`config.mk`:
```
export PLATFORM = sky130hd
export DESIGN_NAME = move_sequencer
export DESIGN_NICKNAME = d
export VERILOG_FILES = /design/src/axis_pkg.sv /design/src/move_pkg.sv /design/src/move_sequencer.sv
export SDC_FILE = /design/constraint.sdc
export NUM_CORES = 1
export LEC_CHECK = 0
export BUFFER_PORTS_ARGS = -buffer_cell sky130_fd_sc_hd__buf_2
export CORE_ASPECT_RATIO = 1.5
export CORE_MARGIN = 8
export CORE_UTILIZATION = 53
export DETAILED_ROUTE_END_ITERATION = 8
export GPL_ROUTABILITY_DRIVEN = 0
export MAX_ROUTING_LAYER = met4
export PLACE_DENSITY = 0.88
export SETUP_SLACK_MARGIN = 0.1
export SLEW_MARGIN = 40
export SYNTH_ARGS = -nofsm -noshare
export SYNTH_HDL_FRONTEND = slang
export SYNTH_SLANG_ARGS = --single-unit
```
`constraint.sdc`:
```
create_clock -name clk -period 4.1 [get_ports clk]
set_clock_uncertainty 0.2 [all_clocks]
set_input_delay 0.82 -clock clk [delete_from_list [all_inputs] [get_ports clk]]
set_output_delay 0.82 -clock clk [all_outputs]
set_load 0.02 [all_outputs]
```
`src/axis_pkg.sv`:
```
package axis_pkg;

	// ==================================================
	// axis level widths and defaults
	// ==================================================

	// signed step position, wraps on overflow.
	localparam int position_bits = 32;

	// high time of one step in single-edge mode.
	// driver chips usually want a couple of microseconds here,
	// scale with the clock when needed.
	localparam int pulse_cycles_default = 8;

endpackage

```
`src/move_pkg.sv`:
```
package move_pkg;

	// ==================================================
	// move record field widths
	// ==================================================

	localparam int interval_bits = 22; // step interval in clocks.
	localparam int count_bits = 26; // steps per move.
	localparam int add_bits = 20; // signed, sign-extended to interval_bits.

	// default number of queue entries.
	localparam int move_depth_default = 512;

	// ==================================================
	// queue record layout, 69 bits
	// ==================================================

	// dir sits in the msb, add in the lsbs.
	typedef struct packed {
		logic dir; // high moves position up.
		logic [interval_bits-1:0] interval; // first step spacing.
		logic [count_bits-1:0] count; // at least 1.
		logic [add_bits-1:0] add; // applied after each step.
	} move_t;

endpackage
```
`src/move_sequencer.sv`:
```
`timescale 1ns/1ps

module move_sequencer (
	input logic clk,
	input logic reset,
	input logic start,
	input move_pkg::move_t rec,
	input logic rec_valid,
	output logic rec_take,
	output logic step_evt,
	output logic dir,
	output logic signed [axis_pkg::position_bits-1:0] position,
	output logic running
);
	import move_pkg::*;
	import axis_pkg::*;

	// ==================================================
	// move state
	// ==================================================

	logic [count_bits-1:0] count_left; // steps still to emit.
	logic [interval_bits-1:0] interval; // spacing of the step in flight.
	logic [add_bits-1:0] add;
	logic [interval_bits-1:0] countdown; // zero marks the step cycle.
	logic [interval_bits-1:0] add_ext;
	logic [interval_bits-1:0] next_interval;
	logic last_step;
	logic load;

	assign add_ext = {{(interval_bits - add_bits){add[add_bits-1]}}, add};
	assign next_interval = interval + add_ext;

	assign step_evt = running && (countdown == '0);
	assign last_step = step_evt && (count_left == count_bits'(1));

	// start only matters while idle; a running axis chains on its own.
	assign load = rec_valid && ((!running && start) || last_step);
	assign rec_take = load; // head is popped at this edge.

	// ==================================================
	// interval and countdown
	// ==================================================

	always_ff @(posedge clk) begin
		if (load) begin
			interval <= rec.interval;
			add <= rec.add;
			countdown <= rec.interval - interval_bits'(1); // first step after I clocks.
		end else if (step_evt) begin
			interval <= next_interval;
			countdown <= next_interval - interval_bits'(1);
		end else if (running) begin
			countdown <= countdown - interval_bits'(1);
		end
	end

	// ==================================================
	// control, direction and position
	// ==================================================

	always_ff @(posedge clk) begin
		if (reset) begin
			running <= 1'b0;
			count_left <= '0;
			dir <= 1'b0;
			position <= '0;
		end else begin
			if (load) begin
				running <= 1'b1;
				count_left <= rec.count;
				dir <= rec.dir; // direction switches at the load edge.
			end else if (step_evt) begin
				count_left <= count_left - count_bits'(1);
				if (last_step)
					running <= 1'b0; // queue ran dry.
			end

			// uses the direction of the move that owns this step.
			if (step_evt) begin
				if (dir)
					position <= position + position_bits'(1);
				else
					position <= position - position_bits'(1);
			end
		end
	end

endmodule

```
Yosys cells after proc, flatten, opt, wreduce, memory -nomap -nowiden:

Index checks and enable logic that the tools add are counted.

* add/sub/neg operators: 7
* equality and inequality tests: 1
* mux-type cells: 11
* reductions and logical operators: 11

Operators by type and width (number)
* 2-to-1 mux 22 bit: 5
* subtractor 22 x 1 -> 22 bit (second input constant): 3
* 2-to-1 mux 26 bit: 2
* adder 32 x 2 -> 32 bit (second input constant): 1
* 2-to-1 mux 32 bit: 1
* subtractor 32 x 2 -> 32 bit (second input constant): 1
* == test 26 x 1 -> 1 bit (second input constant): 1
* subtractor 26 x 1 -> 26 bit (second input constant): 1
* adder 22 bit: 1
* zero test 22 bit: 1
* logical AND 1 bit: 4
* nonzero test 2 bit: 2
* 2-to-1 mux 1 bit: 3
* nonzero test 3 bit: 1
* AND reduction 2 bit: 1
* zero test 1 bit: 1
* logical OR 1 bit: 1

* bits in registers: 124
* input port bits: 73
* word-level logic and storage cells: 37

Longest topological paths before layout:

* depth after elaboration: 7
* gate-level depth with buffers: 17
* gate-level depth less buffers: 15

Worst setup path before layout:

OpenSTA, ideal clock, no wires.

* kind: input port to output port
* start: input port rec_valid
* end: output port rec_take
* arrival: 3.274 ns
* setup slack: -0.194 ns
* stages: 8
* path buffers: 3
* cell sequence: or3b_2 nor4_4 and4_4 nor2_4 clkinv_8 buf_2 clkbuf_1 clkbuf_1

* word-level cells in the longest chain between the ends: 1

RTL lines
* start: declaration: line move_sequencer.sv:8 `input logic rec_valid,`
* logical AND 1 bit: line move_sequencer.sv:38 `assign load = rec_valid && ((!running && start) || last_step);`
* end: declaration: line move_sequencer.sv:9 `output logic rec_take,`

No other way between the ends.

Worst setup path in the final report:

* start: register dir
* end: register position[31] in the netlist's numbering

* word-level cells in the longest chain between the ends: 1

RTL lines
* start: declaration: line move_sequencer.sv:11 `output logic dir,`
* start signal: assignment: line move_sequencer.sv:72 `dir <= rec.dir;`
* 2-to-1 mux 32 bit: line move_sequencer.sv:81 `if (dir)`
* end signal: assignment: line move_sequencer.sv:82 `position <= position + position_bits'(1);`
* end signal: assignment: line move_sequencer.sv:84 `position <= position - position_bits'(1);`
* end: declaration: line move_sequencer.sv:12 `output logic signed [axis_pkg::position_bits-1:0] position,`

No other way between the ends.
A chain may end at the register's enable or synchronous reset.

==> flow_metrics.tcl <==
set metrics [dict create \
    required_ns 4.21 \
    row_count 56 \
    die_w_um 118 \
    ys.flop_type "edfxtp_1" \
    overflow 0 \
    final_layout_size_suffix_gt1_frac 0.198 \
    timing.hold.ws_ns 0.277 \
    synth_edf_count 64 \
    drv_slew 0 \
    viasPerCell 6.12 \
    fmax_ghz 0.256 \
    tns_ns 0 \
    clkPwrFrac 0.440 \
    wl_per_cell_um 18.7 \
    rsz0062_at_grt "yes" \
    hold_depth 2 \
    coreArea_mm2 0.0156 \
    grt_max_degree 53 \
    cts_sinks 124 \
    p_total_mw 3.81 \
    arrival_ns 4.02 \
    htree_levels 4 \
    reg2reg_depth 13 \
    sw_frac_of_total 0.280 \
    p_leak_nw 4.16 \
    period_minus_slack_ns 3.91 \
    clkTransAtPathRegs_ns 0.06 \
    syn_nets 1058 \
    cp-end-kind "flip-flop" \
    drt_iter0_markers 536 \
    synthTopCellsByArea "edfxtp_1 (23%), dfxtp_1 (14%), ha_1 (8.1%), nand2_1 (6.1%), xnor2_1 (5.0%)" \
    postSynth.asyncResetShare 0 \
    synth_common_cells "nand2_1 (136), nor2_1 (84), a21oi_1 (78), edfxtp_1 (64), dfxtp_1 (60)" \
    slew_headroom 0.534 \
    initial_utilization 0.537 \
    synth_warnings 0 \
    cap_viol_max_count 0 \
    critical_path_class "reg2reg" \
    firstDrtPassIters 5 \
    portBuffers 108 \
    postSynthCellCount 929 \
    area_growth_pct 18.8 \
    wl_um 23600 \
    place_hpwl_um 16900 \
    die-height_um 170 \
    via_count 7717 \
    synth_top_cell_by_area "edfxtp_1" \
    drc_errors 0 \
    ctsHoldBuffers 0 \
    grt_pass1_wl_um 37900 \
    ant_nets 0 \
    critPathCapture "position[31]" \
    clock_path_buffers 2 \
    antenna_found_initial 0 \
    seq_area_frac_synth 0.374 \
    ys_seq_elements 124 \
    cp_max_fo 10 \
    nFillCells 1271 \
    postCtsSetupBuffers 0 \
    sequentialPowerShare 0.384 \
    num_antenna_cells 0 \
    worstReg2RegEnd "position[31]" \
    synthMostInstantiatedCell "nand2_1" \
    power_density_mw_per_mm2 384 \
    syn_avg_cell_area_um2 8.99 \
    synthesis.area_mm2 0.00835 \
    internal_power_mw 2.74 \
    cts_tree "built" \
    synth_top_area_share 0.230 \
    grt_use_total 0.239 \
    max_slew.worst_pin.slew_ns 0.693 \
    peakVddDrop_uv 295 \
    finalHoldViolations 0 \
    top_level_ports 109 \
    clk_latency_ns 0.43 \
    status "finished clean" \
    critPathLaunch "dir" \
    crit_path_start_kind "flip-flop" \
    r2r-start "dir" \
    fin_nets 1174 \
    comb_power_share 0.177 \
    die_area_mm2 0.0201 \
    setup_violations 0 \
    yosysUniqueCellTypes 88 \
    hold_class "reg2reg" \
    cts_buffers 17 \
    cts-root-buf "clkbuf_16" \
    regToRegSetupSlack_ns 0.19 \
    grt_pass1_vias 7937 \
    fin_crit_sh 0.953 \
    power.switching_mw 1.07 \
]
area by class of cell:
type / instances / area, um^2 / area share
Clock inverter: 14 / 205 / 0.0207
Multi-Input combinational cell: 758 / 5090 / 0.513
Sequential cell: 124 / 3120 / 0.315
Clock buffer: 18 / 450 / 0.0454
Tap cell: 203 / 254 / 0.0256
Inverter: 15 / 68.8 / 0.00694
Timing Repair Buffer: 129 / 728 / 0.0734
timing repair:
item,CTS,global route
endpoints found under the setup margin,3,8
gates resized for setup,2,14
gates cloned,0,1
critical path, cell delays in order, from the launching register on:
cell and delay, ns:
dfxtp_1 0.35, inv_2 0.08, buf_12 0.15, ha_1 0.37, and4_1 0.26, and4_1 0.25, o2111a_1 0.14, or3_1 0.37
or3_4 0.35, o2bb2ai_2 0.14, o41a_4 0.38, a31oi_4 0.19, mux2i_1 0.24, mux2_1 0.33
cell usage in the layout (no fill, tap or decap), types with 5 or more instances in the layout:
cell type and count:
a21oi_1 77, o21bai_1 6, dfxtp_1 60, nand3b_1 5, inv_1 12, nand3_1 17
a21o_1 27, nor2b_1 5, a211oi_1 31, inv_6 5, or3_1 13, nor3_1 21
o21a_1 9, o21ai_0 38, edfxtp_1 64, nand2_1 136, nand4_1 7, o31ai_1 7
buf_4 19, nand2b_1 5, o211ai_1 8, clkbuf_16 19, buf_2 108, ha_1 48
nor4_1 15, nor2_1 83, xor2_1 39, xnor2_1 48
kinds of logic after synthesis:
logic type / synth area share
compound gates: 0.204
xor+xnor: 0.0912
mux: 0.00494
buf+inv: 0.0231
flops: 0.374
fa+ha+maj: 0.0857
simple gates: 0.217
power groups by stage:
stage | logic [mW] | registers [mW] | clock network, mW
5_1_grt | 0.739 | 1.47 | 1.75
6_report | 0.673 | 1.46 | 1.67
3_5_place_dp | 0.641 | 1.48 | 0
2_1_floorplan | 0.475 | 1.47 | 0
4_1_cts | 0.653 | 1.46 | 1.69
3_3_place_gp | 0.624 | 1.48 | 0
worst min-delay path by stage:
stage | startpoint | endpoint | slack, ns
finish | position[15] | position[15] | 0.28
global route | position[23] | position[23] | 0.29
CTS | position[15] | position[15] | 0.28
detailed placement | position[15] | position[15] | 0.27
global placement | position[15] | position[15] | 0.25
floorplan | count_left[6] | count_left[6] | 0.30
sequential cells by signal, indices dropped and copies added (netlist names):
name / count
position: 32
count_left: 26
countdown: 22
interval: 22
add: 20
dir: 1
running: 1
stage by stage:
| step | cell area [um^2] | utilization | instances | worst slack (ns) |
|---|---|---|---|---|
| 5_1_grt | 9920 | 0.638 | 1261 | 0.0809 |
| 3_5_place_dp | 9170 | 0.590 | 1228 | 0.121 |
| 2_1_floorplan | 8350 | - | 929 | -0.160 |
| 4_1_cts | 9830 | 0.632 | 1260 | 0.103 |
| 3_3_place_gp | 9170 | 0.590 | 1228 | 0.223 |
| 6_report | 9920 | 0.638 | 1261 | 0.191 |
metal layers:
layer,wire (um),GRT usage,vias to the layer above
met3,1490,0.0526,77
met1,8770,0.243,3641
met4,806,0.110,0
li1,-,-,3677
met2,12600,0.432,322
met5,0,-,-
No activity file was read; power rests on OpenSTA's default activity.
