[src/axis_pkg.sv]
package axis_pkg;

	// ==================================================
	// axis level widths and defaults
	// ==================================================

	// signed step position, wraps on overflow.
	localparam int position_bits = 32;

	// high time of one step in single-edge mode.
	// driver chips usually want a couple of microseconds here,
	// scale with the clock when needed.
	localparam int pulse_cycles_default = 8;

endpackage

[src/step_pulse.sv]
`timescale 1ns/1ps

module step_pulse #(
	parameter int pulse_cycles = axis_pkg::pulse_cycles_default
) (
	input logic clk,
	input logic reset,
	input logic step_evt,
	input logic dedge,
	output logic step
);

	localparam int cnt_bits = (pulse_cycles > 1) ? $clog2(pulse_cycles) : 1;
	localparam logic [cnt_bits-1:0] hold_start = cnt_bits'(pulse_cycles - 1);

	logic [cnt_bits-1:0] hold; // clocks left after the current one.

	// ==================================================
	// step line
	// ==================================================

	always_ff @(posedge clk) begin
		if (reset) begin
			step <= 1'b0;
			hold <= '0;
		end else if (step_evt) begin
			if (dedge) begin
				step <= !step; // every edge is a step.
			end else begin
				step <= 1'b1;
				hold <= hold_start;
			end
		end else if (hold != '0) begin
			hold <= hold - 1'b1;
		end else if (!dedge) begin
			// pulse width is over.
			step <= 1'b0;
		end
	end

endmodule

[config.mk]
export PLATFORM = sky130hd
export DESIGN_NAME = step_pulse
export DESIGN_NICKNAME = d
export VERILOG_FILES = /design/src/axis_pkg.sv /design/src/step_pulse.sv
export SDC_FILE = /design/constraint.sdc
export NUM_CORES = 1
export LEC_CHECK = 0
export ABC_AREA = 1
export BUFFER_PORTS_ARGS = -buffer_cell sky130_fd_sc_hd__buf_2
export CORE_AREA = 5 5 42 44
export CTS_BUF_LIST = sky130_fd_sc_hd__clkbuf_8
export DETAILED_ROUTE_END_ITERATION = 10
export DIE_AREA = 0 0 47 49
export HOLD_SLACK_MARGIN = 0.1
export PLACE_DENSITY = 0.33
export SLEW_MARGIN = 20
export SYNTH_ARGS = -nofsm -noshare
export SYNTH_HDL_FRONTEND = slang
export SYNTH_SLANG_ARGS = --single-unit
[constraint.sdc]
create_clock -name clk -period 1 [get_ports clk]
set_input_delay 0.1 -clock clk [delete_from_list [all_inputs] [get_ports clk]]
set_output_delay 0.1 -clock clk [all_outputs]
set_load 0.01 [all_outputs]
# After elaboration in Yosys (flattened, before gate mapping)
# Cells that the tools add are included.
# word_totals
out_inout_bits,1
word_cells,18
ff_bits,4
in_bits,4
# op_classes
n_reduce_logical,5
eq_ne,3
n_mux,7
add_sub_neg,1
# ops
operator,count
$mux W3,3
$ne A2 B2 Y1 const B,3
$mux W1,4
$reduce_and A2 Y1,2
$reduce_bool A3 Y1,1
$sub A3 B1 Y3 const B,1
$reduce_bool A2 Y1,1
$logic_not A1 Y1,1

# Longest topological paths before layout
# Gate-level depths: netlist (run 1).
# logic_depth
depth_word,3
mapped_depth,7
mapped_depth_nobuf,7

# Worst setup path before layout (run 1)
# OpenSTA, ideal clock, no wires.
# synth_timing
kind,register to register
startpoint,reg hold[0]
endpoint,reg hold[0]
arrival_time_ns,0.880
required_time_ns,0.936
path_stages_with_launch,8
path_buffers,0
setup_ns,0.064
setup_slack_ns,0.057
period_less_slack_ns,0.943
cell_sequence,dfxtp_1 > inv_1 > ha_1 > nand2_2 > nand2_2 > nand2_1 > nor2_1 > nor2_1
# synth_between
elab_chain_cells,3
elab_cells_between_ends,6
cone_classes,add/sub: 1; mux: 2; reduce/logical: 3
# synth_lines
element,line_no,source
"start, declared",step_pulse.sv:16,logic [cnt_bits-1:0] hold;
"start signal, assigned",step_pulse.sv:31,hold <= hold_start;
"start signal, assigned",step_pulse.sv:34,hold <= hold - 1'b1;
$sub A3 B1 Y3 / $reduce_bool A3 Y1 (equally long branches),"step_pulse.sv:34, step_pulse.sv:33",
$mux W3 / $reduce_bool A2 Y1 (equally long branches),--,
$mux W3 / $reduce_and A2 Y1 (equally long branches),--,
# Several ways; a longest one is shown, not always the timed one. The select of a mux whose other input is x is not followed.
# A chain may end at the register's enable or synchronous reset.

# Worst setup path after layout (run 1)
# layout_timing
startpoint,reg hold[1]
endpoint,reg hold[1]
# Same word-level chain as after synthesis.

==> results.toml, run 1 <==
[run_status]
status = "complete, no violations"

[placed_design]
post-place-ws_ns = -0.00436
dp_hpwl_um = 370
routabilityCongestion = 0.644
port_buffers = 4

[yosys]
mappedNetlistArea_um2 = 234
yosysWarningCount = 0
synth_cells = 36
ys_seq_elements = 4
yosysUniqueCellTypes = 10
syn_area_per_cell_um2 = 6.50
synthesis.nets = 42
synth-seq-area-share_pct = 34.2

[critical_path]
slowest_stage = "dfxtp_2"
end_kind = "register"
cp-start-kind = "register"
crit_required_ns = 1.10
worst-setup-path-type = "register to register"
worst-path-buf-inv = 2
crit_path_max_fanout = 3
cp_top_family = "flip-flops"
worstPathCellList = "inv_2 > ha_4 > nand2_4 > buf_4 > nand3_1 > nand2_1 > nor2_1"
worst_ep_arrival_time_ns = 1.07
critPathMaxStageDelay_ns = 0.32

[clock_tree]
cts-root-buf = "clkbuf_8"
cts_htree_levels = 1
tritoncts = "yes"
cts_sinks = 4
cts_buffer_depth = 2
clk_pin_slew_ns = 0.04
worstSkewPairLatency_ns = 0.22
cts-buffers-inserted = 3

[hold_path]
min_path_type = "primary input to register"

[grt]
antenna_found_initial = 0
grt_pass1_wl_um = 786
grtUsageTotal_pct = 5.21
overflow = 0
grt_pass1_vias = 205
grt_max_degree = 5

[cells_and_area]
final_util_pct = 26.3
final_cell_mix = "8 x nand2_1, 6 x nor2_1, 4 x buf_2"
final_common_cell = "nand2_1"
layout.nets = 54
area_delta_synth_final_pct = 57.2
antennaDiodeCount = 0
drive_gt1_share_pct = 43.5

[routing]
ant_nets = 0
drcViolationCount = 0
drt_first_pass_iters = 1
num_vias = 232
finalWirelength_um = 486
first_iter_violations = 0
wl_per_cell_um = 7.84
vias_per_cell = 3.74

[power_and_ir_drop]
p_seq_share_pct = 27.1
power_frac_clock_pct = 47.3
p_comb_share_pct = 25.6
peakVddDrop_v = 0.000983
powerDensity_mw_per_mm2 = 1980
sw_frac_of_total_pct = 27.0
intPower_w = 0.000531
p_leak_nw = 0.186
power_switching_w = 0.000196

[floorplanning]
start_util_pct = 16.7
die_w_um = 47
fp.dieArea_mm2 = 0.00230
row_count = 14
core_mm2 = 0.00140
die_h_um = 49
io_pins = 5

[timing]
worst_pin_slew_ns = 0.118
finClkSkew_ns = 0.00478
setup_viol = 0
period_share_pct = 97.1
fmax_mhz = 1030
report.final.slew_viol_count = 0
setup_tns_ns = 0
rsz0062_at_grt = "true"
finalHoldViolCount = 0
fin_crit_ns = 0.971
worst_slack_ns = 0.0292
holdWs_ns = 0.194
slew-limit-headroom_pct = 92.1

[job]
cap_viol_max_count = 0
worst register-to-register path: stages (launching register included):
cell	delay (ns)
dfxtp_2	0.32
inv_2	0.05
ha_4	0.16
nand2_4	0.08
buf_4	0.11
nand3_1	0.05
nand2_1	0.06
nor2_1	0.04
sequential cells by signal (all words and copies together) (netlist names):
name  flops
step      1
hold      3
through the flow:
| step | instance area (µm²) | power [W] | instances |
|---|---|---|---|
| 4_1_cts | 335 | 0.000698 | 61 |
| 3_5_place_dp | 282 | 0.000333 | 57 |
| 6_report | 368 | 0.000727 | 62 |
| 3_3_place_gp | 282 | 0.000336 | 57 |
| 2_1_floorplan | 234 | 0.000294 | 36 |
| 5_1_grt | 368 | 0.000798 | 62 |
per-layer routing:
metal	routed length (µm)	global-route usage [%]
met1	207	5.49
met2	232	7.01
met3	46	6.64
met4	0	0
met5	0	0
Yosys cell counts, drive strengths merged:
library cell | count | share of area, %
dfxtp | 4 | 34
nand3 | 3 | 6.4
a21oi | 2 | 4.3
nand2 | 12 | 22
nor2 | 7 | 12
inv | 6 | 9.6
ha | 2 | 11
power groups by stage:
| stage | registers [W] | clock network [W] | logic, W |
|---|---|---|---|
| finish | 0.000197 | 0.000344 | 0.000186 |
| CTS | 0.000193 | 0.000363 | 0.000143 |
| detailed placement | 0.000195 | 0 | 0.000138 |
| floorplan | 0.000196 | 0 | 0.0000980 |
| global route | 0.000200 | 0.000384 | 0.000213 |
| global placement | 0.000195 | 0 | 0.000141 |
cells by family after synthesis:
family,count (synthesis),synth area share [%]
and+or+nand+nor,22,41.2
buffers and inverters,6,9.62
AOI/OAI and AO/OA,2,4.28
DFF,4,34.2
adders and majority gates,2,10.7
final timing paths:
path,slack [ns],to,start,depth (start not counted)
setup reg to reg,0.03,hold[1]$_SDFFE_PP0P_,hold[1]$_SDFFE_PP0P_,7
hold / removal,0.19,step$_SDFFE_PP0P_,dedge,4
hold reg to reg,0.49,step$_SDFFE_PP0P_,step$_SDFFE_PP0P_,2
setup / recovery,0.03,hold[1]$_SDFFE_PP0P_,hold[1]$_SDFFE_PP0P_,7
cell type report:
type                       count  area (µm²)
timing repair buffer           7        45.0
fill                         171        1030
tap                           16        20.0
inverter                       6        22.5
multi-input combinational     26         156
clock buffer                   3        41.3
sequential                     4        82.6
timing repair:
action | 4_1_cts | 5_1_grt
endpoints found under the hold margin | 1 | 0
setup buffers | 0 | 1
cloned | 0 | 0
pin swaps | 1 | 8
endpoints found under the setup margin | 2 | 3
resized for setup | 1 | 8
hold buffers | 1 | 0
No activity file was read; power rests on OpenSTA's default activity.
==> inputs of run 2 (changes only) <==
==> constraint.sdc (replaced) <==
create_clock -name clk -period 1 [get_ports clk]
set_input_delay 0.15 -clock clk [delete_from_list [all_inputs] [get_ports clk]]
set_output_delay 0.15 -clock clk [all_outputs]
set_load 0.1 [all_outputs]
==> run 2 against run 1 <==
Net effect:
- critical path depth unchanged
- power rose by 9.6%
- design area grew 9.5%
- highest routed layer is now met4
- sequential cell count unchanged
- hold slack improved by 0.035 ns
- first-iteration DRC count increased by 2
- clock skew decreased by 0.0020 ns
==> results.toml, run 2 (synthesis results as in run 1) <==
[floorplanning]
row_count = 14
fp.dieArea_mm2 = 0.00230
core_mm2 = 0.00140
die_w_um = 47
die_h_um = 49
start_util_pct = 16.7
io_pins = 5

[critical_path]
crit_end = "hold[1]$_SDFFE_PP0P_"
rr_startpoint = "hold[1]$_SDFFE_PP0P_"
worstReg2RegEnd = "hold[1]$_SDFFE_PP0P_"
worst-setup-path-type = "register to register"
cp-start-kind = "register"
cp-startpoint = "hold[1]$_SDFFE_PP0P_"
crit_required_ns = 1.11
crit_path_max_fanout = 4
end_kind = "register"
r2r_setup_slack_ns = 0.01
worst_ep_arrival_time_ns = 1.09
reg2reg_depth = 7

[placed_design]
dp.cells = 57
post-place-ws_ns = -0.0126
port_buffers = 4
routabilityCongestion = 0.650
dp_hpwl_um = 353

[timing]
finalHoldViolCount = 0
rsz0062_at_grt = "true"
report.final.slew_viol_count = 0
setup_viol = 0
finClkSkew_ns = 0.00280
worst_slack_ns = 0.0142
worst_pin_slew_ns = 0.127
slew-limit-headroom_pct = 91.5
period_share_pct = 98.6
fmax_mhz = 1010
setup_tns_ns = 0
fin_crit_ns = 0.986

[power_and_ir_drop]
powerDensity_mw_per_mm2 = 1980
finalPower_w = 0.000796
p_leak_nw = 0.200
peakVddDrop_v = 0.000789

[cells_and_area]
regMostFlops = "hold"
reg_top3 = "hold (3), step (1)"
final_common_cell = "nand2_1"
drive_gt1_share_pct = 46.8
largest_reg_flops = 3
area_delta_synth_final_pct = 72.2
antennaDiodeCount = 0
layout.nets = 54
final_cell_mix = "8 x nand2_1, 5 x nor2_1, 4 x inv_1"
fill_cells = 159
fin_cells = 63

[grt]
grt_pass1_wl_um = 903
grt_max_degree = 5
grtUsageTotal_pct = 5.97
overflow = 0
grt_pass1_vias = 237
antenna_found_initial = 0

[clock_tree]
cts-root-buf = "clkbuf_8"
cts_buffer_depth = 2
worstSkewPairLatency_ns = 0.22
cts_sinks = 4
cts_htree_levels = 1
tritoncts = "yes"
cts-buffers-inserted = 3
clk_pin_slew_ns = 0.04

[routing]
wl_per_cell_um = 8.56
drcViolationCount = 0
drt_first_pass_iters = 4
finalWirelength_um = 539
vias_per_cell = 3.94
ant_nets = 0
num_vias = 248
first_iter_violations = 2

[run_status]
status = "complete, no violations"

[hold_path]
whs_path_depth = 4
min_path_type = "primary input to register"

[job]
cap_viol_max_count = 0
run 2: cell count changes in the layout (fill, tap and decap cells not counted), sizes merged:
| cell | before | now |
|---|---|---|
| inv | 6 | 7 |
run 2: metrics by stage:
step	hold WS (ns)	util (%)	cell area, µm²
floorplan	0.222	-	238
global placement	0.327	21.4	300
detailed placement	0.331	21.4	300
CTS	0.226	25.6	359
global route	0.257	28.7	403
finish	0.229	28.7	403
run 2: cell type report:
class | instances | area, µm² | share of cell area, %
multi-input combinational | 26 | 169 | 41.9
sequential | 4 | 86.3 | 21.4
timing repair buffer | 7 | 60.1 | 14.9
clock buffer | 3 | 41.3 | 10.2
inverter | 6 | 22.5 | 5.59
tap | 16 | 20.0 | 4.97
clock inverter | 1 | 3.75 | 0.932
run 2: how the worst min path moves through the flow:
stage                     start                   end  slack, ns
after global placement    reset  hold[2]$_SDFFE_PP0P_       0.33
final                     dedge     step$_SDFFE_PP0P_       0.23
after floorplan           reset  hold[2]$_SDFFE_PP0P_       0.22
after global routing      dedge     step$_SDFFE_PP0P_       0.26
after CTS                 dedge     step$_SDFFE_PP0P_       0.23
after detailed placement  reset  hold[2]$_SDFFE_PP0P_       0.33
run 2: critical path, cell delays in order, from the launching register on:
cell and delay (ns):
dfxtp_2 0.31, inv_2 0.07, ha_4 0.14, nand2_4 0.07
nand2_4 0.09, nand2_4 0.06, nor2_1 0.09, nor2_1 0.05
run 2: report_power, final:
group / leakage (nW) / switching [W] / internal (W) / total (W)
Clock: 0.0269 / 0.0000963 / 0.000263 / 0.000359
Sequential: 0.0344 / 0.0000154 / 0.000184 / 0.000200
Combinational: 0.138 / 0.000133 / 0.000104 / 0.000237
run 2: timing repair:
action	CTS	global route
gates resized for setup	2	10
endpoints found under the setup margin	2	3
pin swaps	1	6
hold endpoints to repair	1	0
setup buffers	0	1
hold buffers	1	0
run 2: metal layers:
| metal | vias up | routed length (µm) | global-route usage [%] |
|---|---|---|---|
| met5 | - | 0 | 0 |
| met4 | 0 | 15 | 8.29 |
| met3 | 2 | 14 | 2.21 |
| met2 | 6 | 298 | 7.47 |
| met1 | 110 | 211 | 6.10 |
| li1 | 130 | - | - |
